**src/logic/hack_pkg.sv**
```systemverilog
package hack_pkg;

  typedef logic [15:0] word_t;

  // the six ALU control bits in instruction order, zx at the top
  typedef struct packed {
    logic zx;
    logic nx;
    logic zy;
    logic ny;
    logic f;
    logic no;
  } alu_ctrl_t;

  // an address load carries a 15-bit constant under a clear flag bit
  typedef struct packed {
    logic        flag;
    logic [14:0] value;
  } a_form_t;

  // a compute instruction, with dest ordered A, D, M and jump ordered lt, eq, gt
  typedef struct packed {
    logic       flag;
    logic [1:0] unused;
    logic       a;
    alu_ctrl_t  ctrl;
    logic [2:0] dest;
    logic [2:0] jump;
  } c_form_t;

  // the same instruction word read either way, the flag bit picks the view
  typedef union packed {
    a_form_t a_form;
    c_form_t c_form;
  } hack_inst_u;

  typedef struct packed {
    logic        valid;
    logic        write;
    logic [15:0] address;
    word_t       wdata;
  } mem_req_t;

  typedef struct packed {
    logic        valid;
    logic [15:0] address;
    word_t       data;
  } write_event_t;

  typedef struct packed {
    logic       valid;
    logic [7:0] index;
    word_t      data;
  } pixel_t;

  localparam logic [15:0] VRAM_BASE  = 16'h4000;
  localparam logic [15:0] VRAM_LIMIT = 16'h5fff;
  localparam int DATA_WORDS = 1024;
  localparam int VRAM_WORDS = 256;
  localparam int PROG_WORDS = 256;
  localparam int DATA_ADDR_BITS = $clog2(DATA_WORDS);
  localparam int VRAM_ADDR_BITS = $clog2(VRAM_WORDS);
  localparam int PROG_ADDR_BITS = $clog2(PROG_WORDS);

  // scanout cadence and the CPU's extra wait once video memory is free
  localparam int SCAN_PERIOD = 4;
  localparam int SCAN_COUNT_BITS = $clog2(SCAN_PERIOD);
  localparam int VRAM_SETTLE = 2;
  localparam int SETTLE_BITS = $clog2(VRAM_SETTLE + 1);

  // true when an address falls inside the shared video window
  function automatic logic in_vram(input logic [15:0] address);
    return (address >= VRAM_BASE) && (address <= VRAM_LIMIT);
  endfunction

endpackage

```
**src/logic/video_scanout.sv**
```systemverilog
module video_scanout import hack_pkg::*; (
  input  logic       clk,
  input  logic       reset,
  output logic       scan_read,
  output logic [7:0] scan_index,
  input  word_t      scan_data,
  output pixel_t     pixel
);

  logic [SCAN_COUNT_BITS-1:0] period_count;
  logic                       pixel_valid;
  logic [7:0]                 pixel_index;

  // one read goes out on the last count of each period
  assign scan_read = (period_count == SCAN_COUNT_BITS'(SCAN_PERIOD - 1));

  always_ff @(posedge clk) begin
    if (reset) begin
      period_count <= '0;
      scan_index   <= '0;
      pixel_valid  <= 1'b0;
    end else begin
      period_count <= scan_read ? '0 : period_count + 1'b1;
      // the index wraps around the whole array on its own
      if (scan_read) begin
        scan_index <= scan_index + 8'd1;
      end
      pixel_valid <= scan_read;
    end
  end

  always_ff @(posedge clk) begin
    if (scan_read) begin
      pixel_index <= scan_index;
    end
  end

  // the arbiter registers the word, so it lines up with the index captured here
  always_comb begin
    pixel.valid = pixel_valid;
    pixel.index = pixel_index;
    pixel.data  = scan_data;
  end

endmodule

```
**config.mk**
```make
export PLATFORM = sky130hd
export DESIGN_NAME = video_scanout
export DESIGN_NICKNAME = d
export VERILOG_FILES = /design/src/logic/hack_pkg.sv /design/src/logic/video_scanout.sv
export SDC_FILE = /design/constraint.sdc
export NUM_CORES = 1
export LEC_CHECK = 0
export BUFFER_PORTS_ARGS = -buffer_cell sky130_fd_sc_hd__buf_4
export CORE_AREA = 10 10 56 58
export CTS_CLUSTER_DIAMETER = 120
export DETAILED_ROUTE_END_ITERATION = 6
export DIE_AREA = 0 0 66 68
export PLACE_DENSITY = 0.74
export SLEW_MARGIN = 30
export SYNTH_ARGS = -nofsm -noshare
export SYNTH_HDL_FRONTEND = slang
export SYNTH_SLANG_ARGS = --single-unit
```
**constraint.sdc**
```tcl
create_clock -name clk -period 1.86 [get_ports clk]
set_input_delay 0.372 -clock clk [delete_from_list [all_inputs] [get_ports clk]]
set_output_delay 0.372 -clock clk [all_outputs]
set_load 0.005 [all_outputs]
```
==> results.cfg <==
[timing]
slew_headroom = 0.820
min_period_ns = 1.53
setup_tns_ns = 0
finalCritPeriodShare = 0.825
tightest_slew_ns = 0.269
drv_slew = 0
finClkSkew_ns = 0.00526
timing.final.setup_violations = 0
fmax_mhz = 652
hold_viol_final = 0
fin_ws_ns = 0.326
rsz0062_at_grt = no

[synthesis]
netlist_instances = 69
synth_top_family_by_area = buffers and inverters
avgSynthCellArea_um2 = 11.6
syn_nets = 89
syn_area_um2 = 802
synth_mux_area_frac = 0.0125
synth_simple_gate_area_frac = 0.123
synth-adder-area-share = 0.0312
synth_compound_area_frac = 0.0374
synth_seq_cells = 19
yosysWarnings = 0
synth.distinct_cells = 20
synth_xor_area_frac = 0.0437
synth_top_area_share = 0.300
synth_top_area_cell = edfxtp_1
ys_seq_area_frac = 0.574
synthTopCellsByArea = edfxtp_1 30%, dfxtp_1 27%, buf_4 16%

[layout]
utilization = 0.417
finalInstanceArea_um2 = 878
num-fill-cells = 196
antenna_cells = 0
fin_nets = 96
drive_above_1_share = 0.333
areaGrowthSynthToFinish_pct = 9.52

[cts]
clock_sinks = 19
post_cts_resize_count = 0
cts_tree = done
cts_buffers = 3
cts_root_buffer = clkbuf_4
clk_latency_ns = 0.28
path_clk_slew_ns = 0.10
cts_hold_repair.buffers = 0
htree_num_levels = 1
clock_path_buffers = 2
cts_setup_buffers = 0

[drt]
route.antenna.remaining_nets = 0
wl_mm = 1.34
drtPass1Iterations = 4
wl_per_cell_um = 13.0
avgViaCountPerCell = 4.52
drc_errors = 0
num_vias = 466
drt-initial-drc-count = 8

[worst_setup_path]
crit_required_ns = 1.49
critPathKind = reg -> out
crit_path_end_kind = primary output
cp-start-kind = flip-flop
arrival_ns = 1.16
path_max_fanout = 9

[global_route]
grt_start_max_net_pins = 12
overflow = 0
track_usage = 0.0618
grt_pass1_wl_mm = 2.19
grt_pass1_vias = 457
antenna_found_initial = 0

[job]
cap_violations = 0

[placement]
place_area_um2 = 852
dpl.hpwl_mm = 1.04
gp_congestion = 0.774
port_buffers = 19
pre_cts_slack_ns = 0.504

[floorplan]
die_x_um = 66
rows = 17
die-area_um2 = 4490
fp.dieH_um = 68
ioPinCount = 52
initial_core_util = 0.381
core_um2 = 2110

[power_and_ir_drop]
design_power_total_uw = 696
p_leak_nw = 0.354
ir_worst_vdd_mv = 0.332
p_per_area_nw_per_um2 = 793

[run_status]
outcome = completed

[min_path]
holdCritPathClass = in -> reg
layout make-up:
class	count	area, um2	share of cell area
multi-input combinational	31	199	0.226
clock buffer	4	26.3	0.0299
sequential	19	460	0.524
tap	28	35.0	0.0399
timing repair buffer	21	158	0.179
placed cells by master (no fill, tap or decap), types with 3 or more instances in the layout:
master and count:
edfxtp_1 8, nor2_1 5, dfxtp_1 11, xor2_1 3
buf_4 21, a21oi_1 3, or3_1 3, o21ai_0 3
clkbuf_4 3
registers in the layout, summed over array words and instances (netlist names):
| name | count |
|---|---|
| period_count | 2 |
| pixel_valid | 1 |
| scan_index | 8 |
| pixel_index | 8 |
power by group:
part / switching [mW] / internal (mW)
combinational: 0.0215 / 0.0253
clock: 0.111 / 0.0832
sequential: 0.00711 / 0.448
critical path, stage by stage (launching register included):
cell and delay [ns]:
dfxtp_1 0.33, ha_1 0.23, buf_4 0.18, buf_4 0.14
metrics by stage:
step | hold WS, ns | cells
after detailed placement | 0.429 | 99
after global placement | 0.411 | 99
after floorplan | 0.404 | 69
after CTS | 0.327 | 103
after global routing | 0.325 | 103
final | 0.327 | 103
logic make-up after synthesis:
logic type | count (synthesis)
buffers and inverters | 19
DFF | 19
and+or+nand+nor | 18
AOI/OAI and AO/OA | 6
xor gates and xnor gates | 4
adders and majority gates | 2
muxes | 1
worst paths after layout:
path / from / to / slack, ns / depth (start not counted)
hold reg to reg: period_count[0] / period_count[0] / 0.44 / 1
setup / recovery: period_count[0] / scan_read / 0.33 / 3
setup reg to reg: period_count[0] / scan_index[6] / 0.49 / 5
hold / removal: reset / scan_index[6] / 0.33 / 2
routing by layer:
metal,vias up,part of all wire,track usage
met2,20,0.45,0.0978
li1,234,-,-
met5,-,0,0
met4,0,0.012,0.0366
met1,206,0.42,0.0657
met3,6,0.12,0.0310
synthesized netlist by cell type, drive strengths merged:
library cell and number:
nand2 2, a21oi 3, o21ai 3, clkbuf 1, or3 3, dfxtp 11, edfxtp 8, mux2i 1
nor2b 1, xor2 3, nor3 1, nand3 2, ha 2, buf 18, nand4 3, xnor2 1
nor2 5, nor3b 1
(Power assumes the default switching activity.)
