### src/logic/hack_pkg.sv
package hack_pkg;

  typedef logic [15:0] word_t;

  // the six ALU control bits in instruction order, zx at the top
  typedef struct packed {
    logic zx;
    logic nx;
    logic zy;
    logic ny;
    logic f;
    logic no;
  } alu_ctrl_t;

  // an address load carries a 15-bit constant under a clear flag bit
  typedef struct packed {
    logic        flag;
    logic [14:0] value;
  } a_form_t;

  // a compute instruction, with dest ordered A, D, M and jump ordered lt, eq, gt
  typedef struct packed {
    logic       flag;
    logic [1:0] unused;
    logic       a;
    alu_ctrl_t  ctrl;
    logic [2:0] dest;
    logic [2:0] jump;
  } c_form_t;

  // the same instruction word read either way, the flag bit picks the view
  typedef union packed {
    a_form_t a_form;
    c_form_t c_form;
  } hack_inst_u;

  typedef struct packed {
    logic        valid;
    logic        write;
    logic [15:0] address;
    word_t       wdata;
  } mem_req_t;

  typedef struct packed {
    logic        valid;
    logic [15:0] address;
    word_t       data;
  } write_event_t;

  typedef struct packed {
    logic       valid;
    logic [7:0] index;
    word_t      data;
  } pixel_t;

  localparam logic [15:0] VRAM_BASE  = 16'h4000;
  localparam logic [15:0] VRAM_LIMIT = 16'h5fff;
  localparam int DATA_WORDS = 1024;
  localparam int VRAM_WORDS = 256;
  localparam int PROG_WORDS = 256;
  localparam int DATA_ADDR_BITS = $clog2(DATA_WORDS);
  localparam int VRAM_ADDR_BITS = $clog2(VRAM_WORDS);
  localparam int PROG_ADDR_BITS = $clog2(PROG_WORDS);

  // scanout cadence and the CPU's extra wait once video memory is free
  localparam int SCAN_PERIOD = 4;
  localparam int SCAN_COUNT_BITS = $clog2(SCAN_PERIOD);
  localparam int VRAM_SETTLE = 2;
  localparam int SETTLE_BITS = $clog2(VRAM_SETTLE + 1);

  // true when an address falls inside the shared video window
  function automatic logic in_vram(input logic [15:0] address);
    return (address >= VRAM_BASE) && (address <= VRAM_LIMIT);
  endfunction

endpackage

### src/logic/hack_alu.sv
module hack_alu import hack_pkg::*; (
  input  word_t     x,
  input  word_t     y,
  input  alu_ctrl_t ctrl,
  output word_t     result,
  output logic      zero,
  output logic      negative
);

  word_t x_zeroed;
  word_t x_final;
  word_t y_zeroed;
  word_t y_final;
  word_t combined;

  always_comb begin
    // each operand may be forced to zero first and then inverted
    x_zeroed = ctrl.zx ? '0 : x;
    x_final  = ctrl.nx ? ~x_zeroed : x_zeroed;
    y_zeroed = ctrl.zy ? '0 : y;
    y_final  = ctrl.ny ? ~y_zeroed : y_zeroed;

    // f picks between a plain add and a bitwise AND of the two operands
    combined = ctrl.f ? (x_final + y_final) : (x_final & y_final);

    // the last control bit inverts whatever came out of the function stage
    result = ctrl.no ? ~combined : combined;
  end

  // flags feed the jump condition in the CPU
  assign zero     = (result == '0);
  assign negative = result[15];

endmodule

### src/logic/hack_cpu.sv
module hack_cpu import hack_pkg::*; (
  input  logic        clk,
  input  logic        reset,
  input  hack_inst_u  instruction,
  input  word_t       rdata,
  input  logic        mem_busy,
  output mem_req_t    mem_req,
  output logic [15:0] prog_counter
);

  typedef enum logic [2:0] {
    FETCH,
    DECODE,
    MEM_READ,
    MEM_FETCH,
    WRITE_BACK
  } cpu_state_t;

  cpu_state_t state;

  word_t a_reg;
  word_t d_reg;
  // second ALU operand which holds either A or the word read from memory
  word_t y_reg;

  // fields of the compute instruction kept until write-back
  alu_ctrl_t  ctrl_q;
  logic [2:0] dest_q;
  logic [2:0] jump_q;

  logic [SETTLE_BITS-1:0] mem_wait;

  word_t alu_result;
  logic  alu_zero;
  logic  alu_negative;
  logic  alu_positive;
  logic  take_jump;
  logic  fast_mem;
  logic  write_ready;

  hack_alu alu0 (
    .x        (d_reg),
    .y        (y_reg),
    .ctrl     (ctrl_q),
    .result   (alu_result),
    .zero     (alu_zero),
    .negative (alu_negative)
  );

  // anything outside the video window answers in one cycle and ignores busy
  assign fast_mem = !in_vram(a_reg);

  assign alu_positive = !(alu_negative || alu_zero);
  assign take_jump = (jump_q[2] && alu_negative) ||
                     (jump_q[1] && alu_zero) ||
                     (jump_q[0] && alu_positive);

  // write-back may finish unless it stores to video memory that is still busy
  assign write_ready = !dest_q[0] || fast_mem || !mem_busy;

  always_comb begin
    // the data address is always A, and a store always carries the ALU result
    mem_req.valid   = (state == MEM_READ) || ((state == WRITE_BACK) && dest_q[0]);
    mem_req.write   = (state == WRITE_BACK);
    mem_req.address = a_reg;
    mem_req.wdata   = alu_result;
  end

  always_ff @(posedge clk) begin
    if (reset) begin
      state        <= FETCH;
      prog_counter <= '0;
      a_reg        <= '0;
      d_reg        <= '0;
      mem_wait     <= '0;
    end else begin
      case (state)
        FETCH: begin
          // program memory needs this cycle to present the word at the new counter
          state <= DECODE;
        end

        DECODE: begin
          if (instruction.c_form.flag) begin
            ctrl_q <= instruction.c_form.ctrl;
            dest_q <= instruction.c_form.dest;
            jump_q <= instruction.c_form.jump;
            if (instruction.c_form.a) begin
              state <= MEM_READ;
            end else begin
              y_reg <= a_reg;
              state <= WRITE_BACK;
            end
          end else begin
            a_reg <= {1'b0, instruction.a_form.value};
            state <= FETCH;
          end
          // step ahead on the guess that no jump follows and let a taken jump overwrite it
          prog_counter <= prog_counter + 16'd1;
        end

        MEM_READ: begin
          if (fast_mem) begin
            state <= MEM_FETCH;
          end else if (mem_wait == '0) begin
            // the arbiter takes the read in the first cycle with busy low
            if (!mem_busy) begin
              mem_wait <= mem_wait + 1'b1;
            end
          end else if (mem_wait == SETTLE_BITS'(VRAM_SETTLE)) begin
            mem_wait <= '0;
            state    <= MEM_FETCH;
          end else begin
            mem_wait <= mem_wait + 1'b1;
          end
        end

        MEM_FETCH: begin
          y_reg <= rdata;
          state <= WRITE_BACK;
        end

        WRITE_BACK: begin
          if (write_ready) begin
            if (dest_q[2]) begin
              a_reg <= alu_result;
            end
            if (dest_q[1]) begin
              d_reg <= alu_result;
            end
            if (take_jump) begin
              prog_counter <= a_reg;
            end
            // without a jump the next word was already read during this instruction
            state <= take_jump ? FETCH : DECODE;
          end
        end

        default: begin
          state <= FETCH;
        end
      endcase
    end
  end

  // a video store seen with busy high is presented again unchanged in the next cycle
  assert property (@(posedge clk) disable iff (reset)
    (mem_req.valid && mem_req.write && in_vram(mem_req.address) && mem_busy)
      |=> $stable(mem_req));

endmodule

### config.mk
export PLATFORM = sky130hd
export DESIGN_NAME = hack_cpu
export DESIGN_NICKNAME = d
export VERILOG_FILES = /design/src/logic/hack_pkg.sv /design/src/logic/hack_alu.sv /design/src/logic/hack_cpu.sv
export SDC_FILE = /design/constraint.sdc
export NUM_CORES = 1
export LEC_CHECK = 0
export BUFFER_PORTS_ARGS = -buffer_cell sky130_fd_sc_hd__buf_2
export CAP_MARGIN = 10
export CORE_MARGIN = 2
export CORE_UTILIZATION = 35
export CTS_CLUSTER_SIZE = 20
export DETAILED_ROUTE_END_ITERATION = 10
export GPL_ROUTABILITY_DRIVEN = 0
export MAX_ROUTING_LAYER = met4
export PLACE_DENSITY = 0.54
export SLEW_MARGIN = 25
export SYNTH_ARGS = -nofsm -noshare
export SYNTH_HDL_FRONTEND = slang
export SYNTH_SLANG_ARGS = --single-unit
export TNS_END_PERCENT = 100
### constraint.sdc
create_clock -name clk -period 5.1 [get_ports clk]
set_input_delay 0.51 -clock clk [delete_from_list [all_inputs] [get_ports clk]]
set_output_delay 0.51 -clock clk [all_outputs]
set_load 0.1 [all_outputs]
==> impl_metrics.ini <==
[status]
status = finished, final reports clean

[synth]
async_reset_ff_share_pct = 0
synth_cell_types = 75
synth.area.top_cells = dfxtp_1 (19%), edfxtp_1 (15%), xnor2_1 (7.1%), nand2_1 (5.5%), nand2b_1 (4.1%)
yosys.area.top_type_share_pct = 18.8
synthCells = 669
dominantRegCellSynth = dfxtp_1
syn_nets = 722
synth.yosys.seq_area_share_pct = 33.7
syn_area_sq_um = 5640
yosysTopAreaCell = dfxtp_1
syn_avg_cell_area_sq_um = 8.43
synth_edf_count = 28
yosysWarnings = 0
synth-seq-cells = 81

[setup_path]
cp_max_fo = 18
r2r.worst_path.cells = 15
reg2reg_slack_ns = 0.41
reg2reg_to = prog_counter[1]$_SDFFE_PP0P_
slowest_delay_ns = 0.70
worstPathRequired_ns = 5.39
critPathKind = reg -> reg
cp_num_buf_inv = 1
reg2reg_from = ctrl_q[3]$_DFFE_PP_
path_cells = nand2b_1, xnor2_1, ha_1, inv_1, fa_1, nand2b_1, a211oi_1, nor2_1, o311ai_0, xnor2_2, nor2_1, and4b_2, and4bb_1, or2_4, o221a_2
critPathCaptureType = register
arrival_ns = 4.98
crit_path_top_delay_cell = and4bb_1
critPathTopFamily = simple AND/OR/NAND/NOR gates
startpoint_type = register

[clock_tree]
cts_root_buffer = clkbuf_16
cts.clk_slew.worst_paths_ns = 0.07
cts_max_level = 3
cts_resized = 0
post_cts_buffers = 0
cts_tree = done
clkLatencyLatePin_ns = 0.34
holdBufCountCts = 0
cts.sinks = 81
max-clock-path-buffers = 2
numCtsBuffers = 9

[place]
io_buffers = 84
hpwlAfterDp_mm = 13.2

[timing]
layout_min_cycle_time_ns = 4.69
tightest_slew_ns = 0.912
tns_ns = 0
post-route-period-util_pct = 92.0
rsz0062_at_grt = no
slew_violations = 0
final_hold_viol_count = 0
setup_viol = 0
fmax_mhz = 213
finClkSkew_ns = 0.00915
hold_slack_ns = 0.361
relSlewSlack_pct = 39.2

[min_path]
worstHoldEndpoint = ctrl_q[0]$_DFFE_PP_
min_from = instruction[6]
min_path_cells = 1
hp-class = in -> reg

[finish]
fin_nets = 782
final.fill_count = 1618
drive_above_1_share_pct = 20.6
n_antenna_cell = 0
mostFrequentLayoutCells = buf_2 (84), nand2_1 (82), nor2_1 (56)
area_delta_synth_final_pct = 16.5
layout_commonest_cell = buf_2

[grt]
grt_pass1_wl_mm = 27.2
grt_start_max_net_pins = 42
grt_usage_pct = 21.4
antenna_found_initial = 0
overflow = 0
grt_pass1_vias = 4926

[flow_run]
cap_violations = 0

[power]
ir_worst_vdd_v = 0.000196
power_uw = 1890
power_density_nw_per_um2 = 287
p_leak_uw = 0.00250

[detailed_routing]
top_layer_used = met4
wire_per_inst_um = 18.6
dr_total_vias = 5242
wl_met3_um = 801
wl_met2_mm = 8.35
drc = 0
drt-met1-wl_mm = 7.93
via_per_inst = 5.52
dr.pass1.iters = 5
first_iter_violations = 431
drt_wl_total_mm = 17.7
antenna_left = 0

[die]
die_area_sq_um = 17200
initial_core_util_pct = 35.7
die_x_um = 131
rows = 46
num_io_pins = 85
die-height_um = 131
coreArea_sq_um = 15800
==> how the worst max path moves through the flow <==
| stage | start | end | cells past startpoint | slack [ns] |
|---|---|---|---|---|
| global placement | ctrl_q[5]$_DFFE_PP_ | prog_counter[1]$_SDFFE_PP0P_ | 15 | 0.47 |
| detailed placement | ctrl_q[5]$_DFFE_PP_ | prog_counter[1]$_SDFFE_PP0P_ | 15 | 0.45 |
| floorplan | ctrl_q[2]$_DFFE_PP_ | prog_counter[5]$_SDFFE_PP0P_ | 14 | 0.09 |
| finish | ctrl_q[3]$_DFFE_PP_ | prog_counter[1]$_SDFFE_PP0P_ | 15 | 0.41 |
| CTS | ctrl_q[5]$_DFFE_PP_ | prog_counter[1]$_SDFFE_PP0P_ | 15 | 0.39 |
| global route | ctrl_q[3]$_DFFE_PP_ | prog_counter[2]$_SDFFE_PP0P_ | 15 | 0.1 |
==> cell families (layout without fill, tap and decap cells) <==
| family | Yosys count | after routing | share of synthesized area, % |
|---|---|---|---|
| adder cells (fa/ha/maj) | 18 | 18 | 4.12 |
| flip-flops | 81 | 81 | 33.7 |
| buffers and inverters | 66 | 131 | 4.81 |
| AO/OA/AOI/OAI | 169 | 169 | 22.1 |
| multiplexers | 23 | 23 | 4.43 |
| XOR/XNOR | 47 | 47 | 7.43 |
| AND/OR/NAND/NOR | 265 | 265 | 23.4 |
==> synth_stat cells, types with 13 or more instances <==
| library cell | count |
|---|---|
| a21oi_1 | 36 |
| ha_1 | 17 |
| dfxtp_1 | 53 |
| a311oi_1 | 15 |
| mux2_2 | 16 |
| xnor2_1 | 46 |
| inv_1 | 18 |
| o21ai_0 | 31 |
| nand2b_1 | 37 |
| and3_1 | 16 |
| nor2_1 | 57 |
| edfxtp_1 | 28 |
| or3_1 | 13 |
| nand3_1 | 14 |
| nand2_1 | 82 |
| clkbuf_1 | 33 |
==> metal layers <==
| layer | GRT usage, % | up-vias |
|---|---|---|
| li1 | - | 2556 |
| met1 | 28.0 | 2484 |
| met2 | 33.5 | 159 |
| met3 | 2.77 | 43 |
| met4 | 8.95 | 0 |
| met5 | - | - |
==> worst reg2reg max path, cell delays in order (launching register included) <==
cell and delay, ns:
edfxtp_1 0.54, nand2b_1 0.22, xnor2_1 0.14, ha_1 0.25, inv_1 0.08, fa_1 0.40, nand2b_1 0.18, a211oi_1 0.32
nor2_1 0.08, o311ai_0 0.59, xnor2_2 0.20, nor2_1 0.11, and4b_2 0.28, and4bb_1 0.71, or2_4 0.34, o221a_2 0.20
==> stage by stage <==
step                      util (%)  std cells  setup slack, ns  instance area [sq um]
after floorplan                  -        669           0.0919                   5660
after global placement        39.5        934            0.470                   6250
after detailed placement      39.5        934            0.447                   6260
after CTS                     41.5        950            0.390                   6570
after global routing          41.5        950           0.0972                   6570
final                         41.5        950            0.407                   6570
==> where the power goes <==
| group | internal, uW | total (uW) | switching, uW | leakage [uW] |
|---|---|---|---|---|
| Sequential | 689 | 717 | 27.7 | 0.000688 |
| Clock | 390 | 677 | 288 | 0.000146 |
| Combinational | 121 | 491 | 370 | 0.00167 |
| Total | 1200 | 1890 | 685 | 0.00250 |
==> cell type report <==
class | instances | area (sq um) | share of cell area [%]
flip-flops and latches | 81 | 1900 | 28.9
clock buffers | 9 | 225 | 3.43
repair buffers | 96 | 510 | 7.77
well taps | 216 | 270 | 4.11
inverters | 19 | 71.3 | 1.09
multi-input cells | 522 | 3510 | 53.4
clock inverters | 7 | 85.1 | 1.29
(Power assumes the default switching activity.)
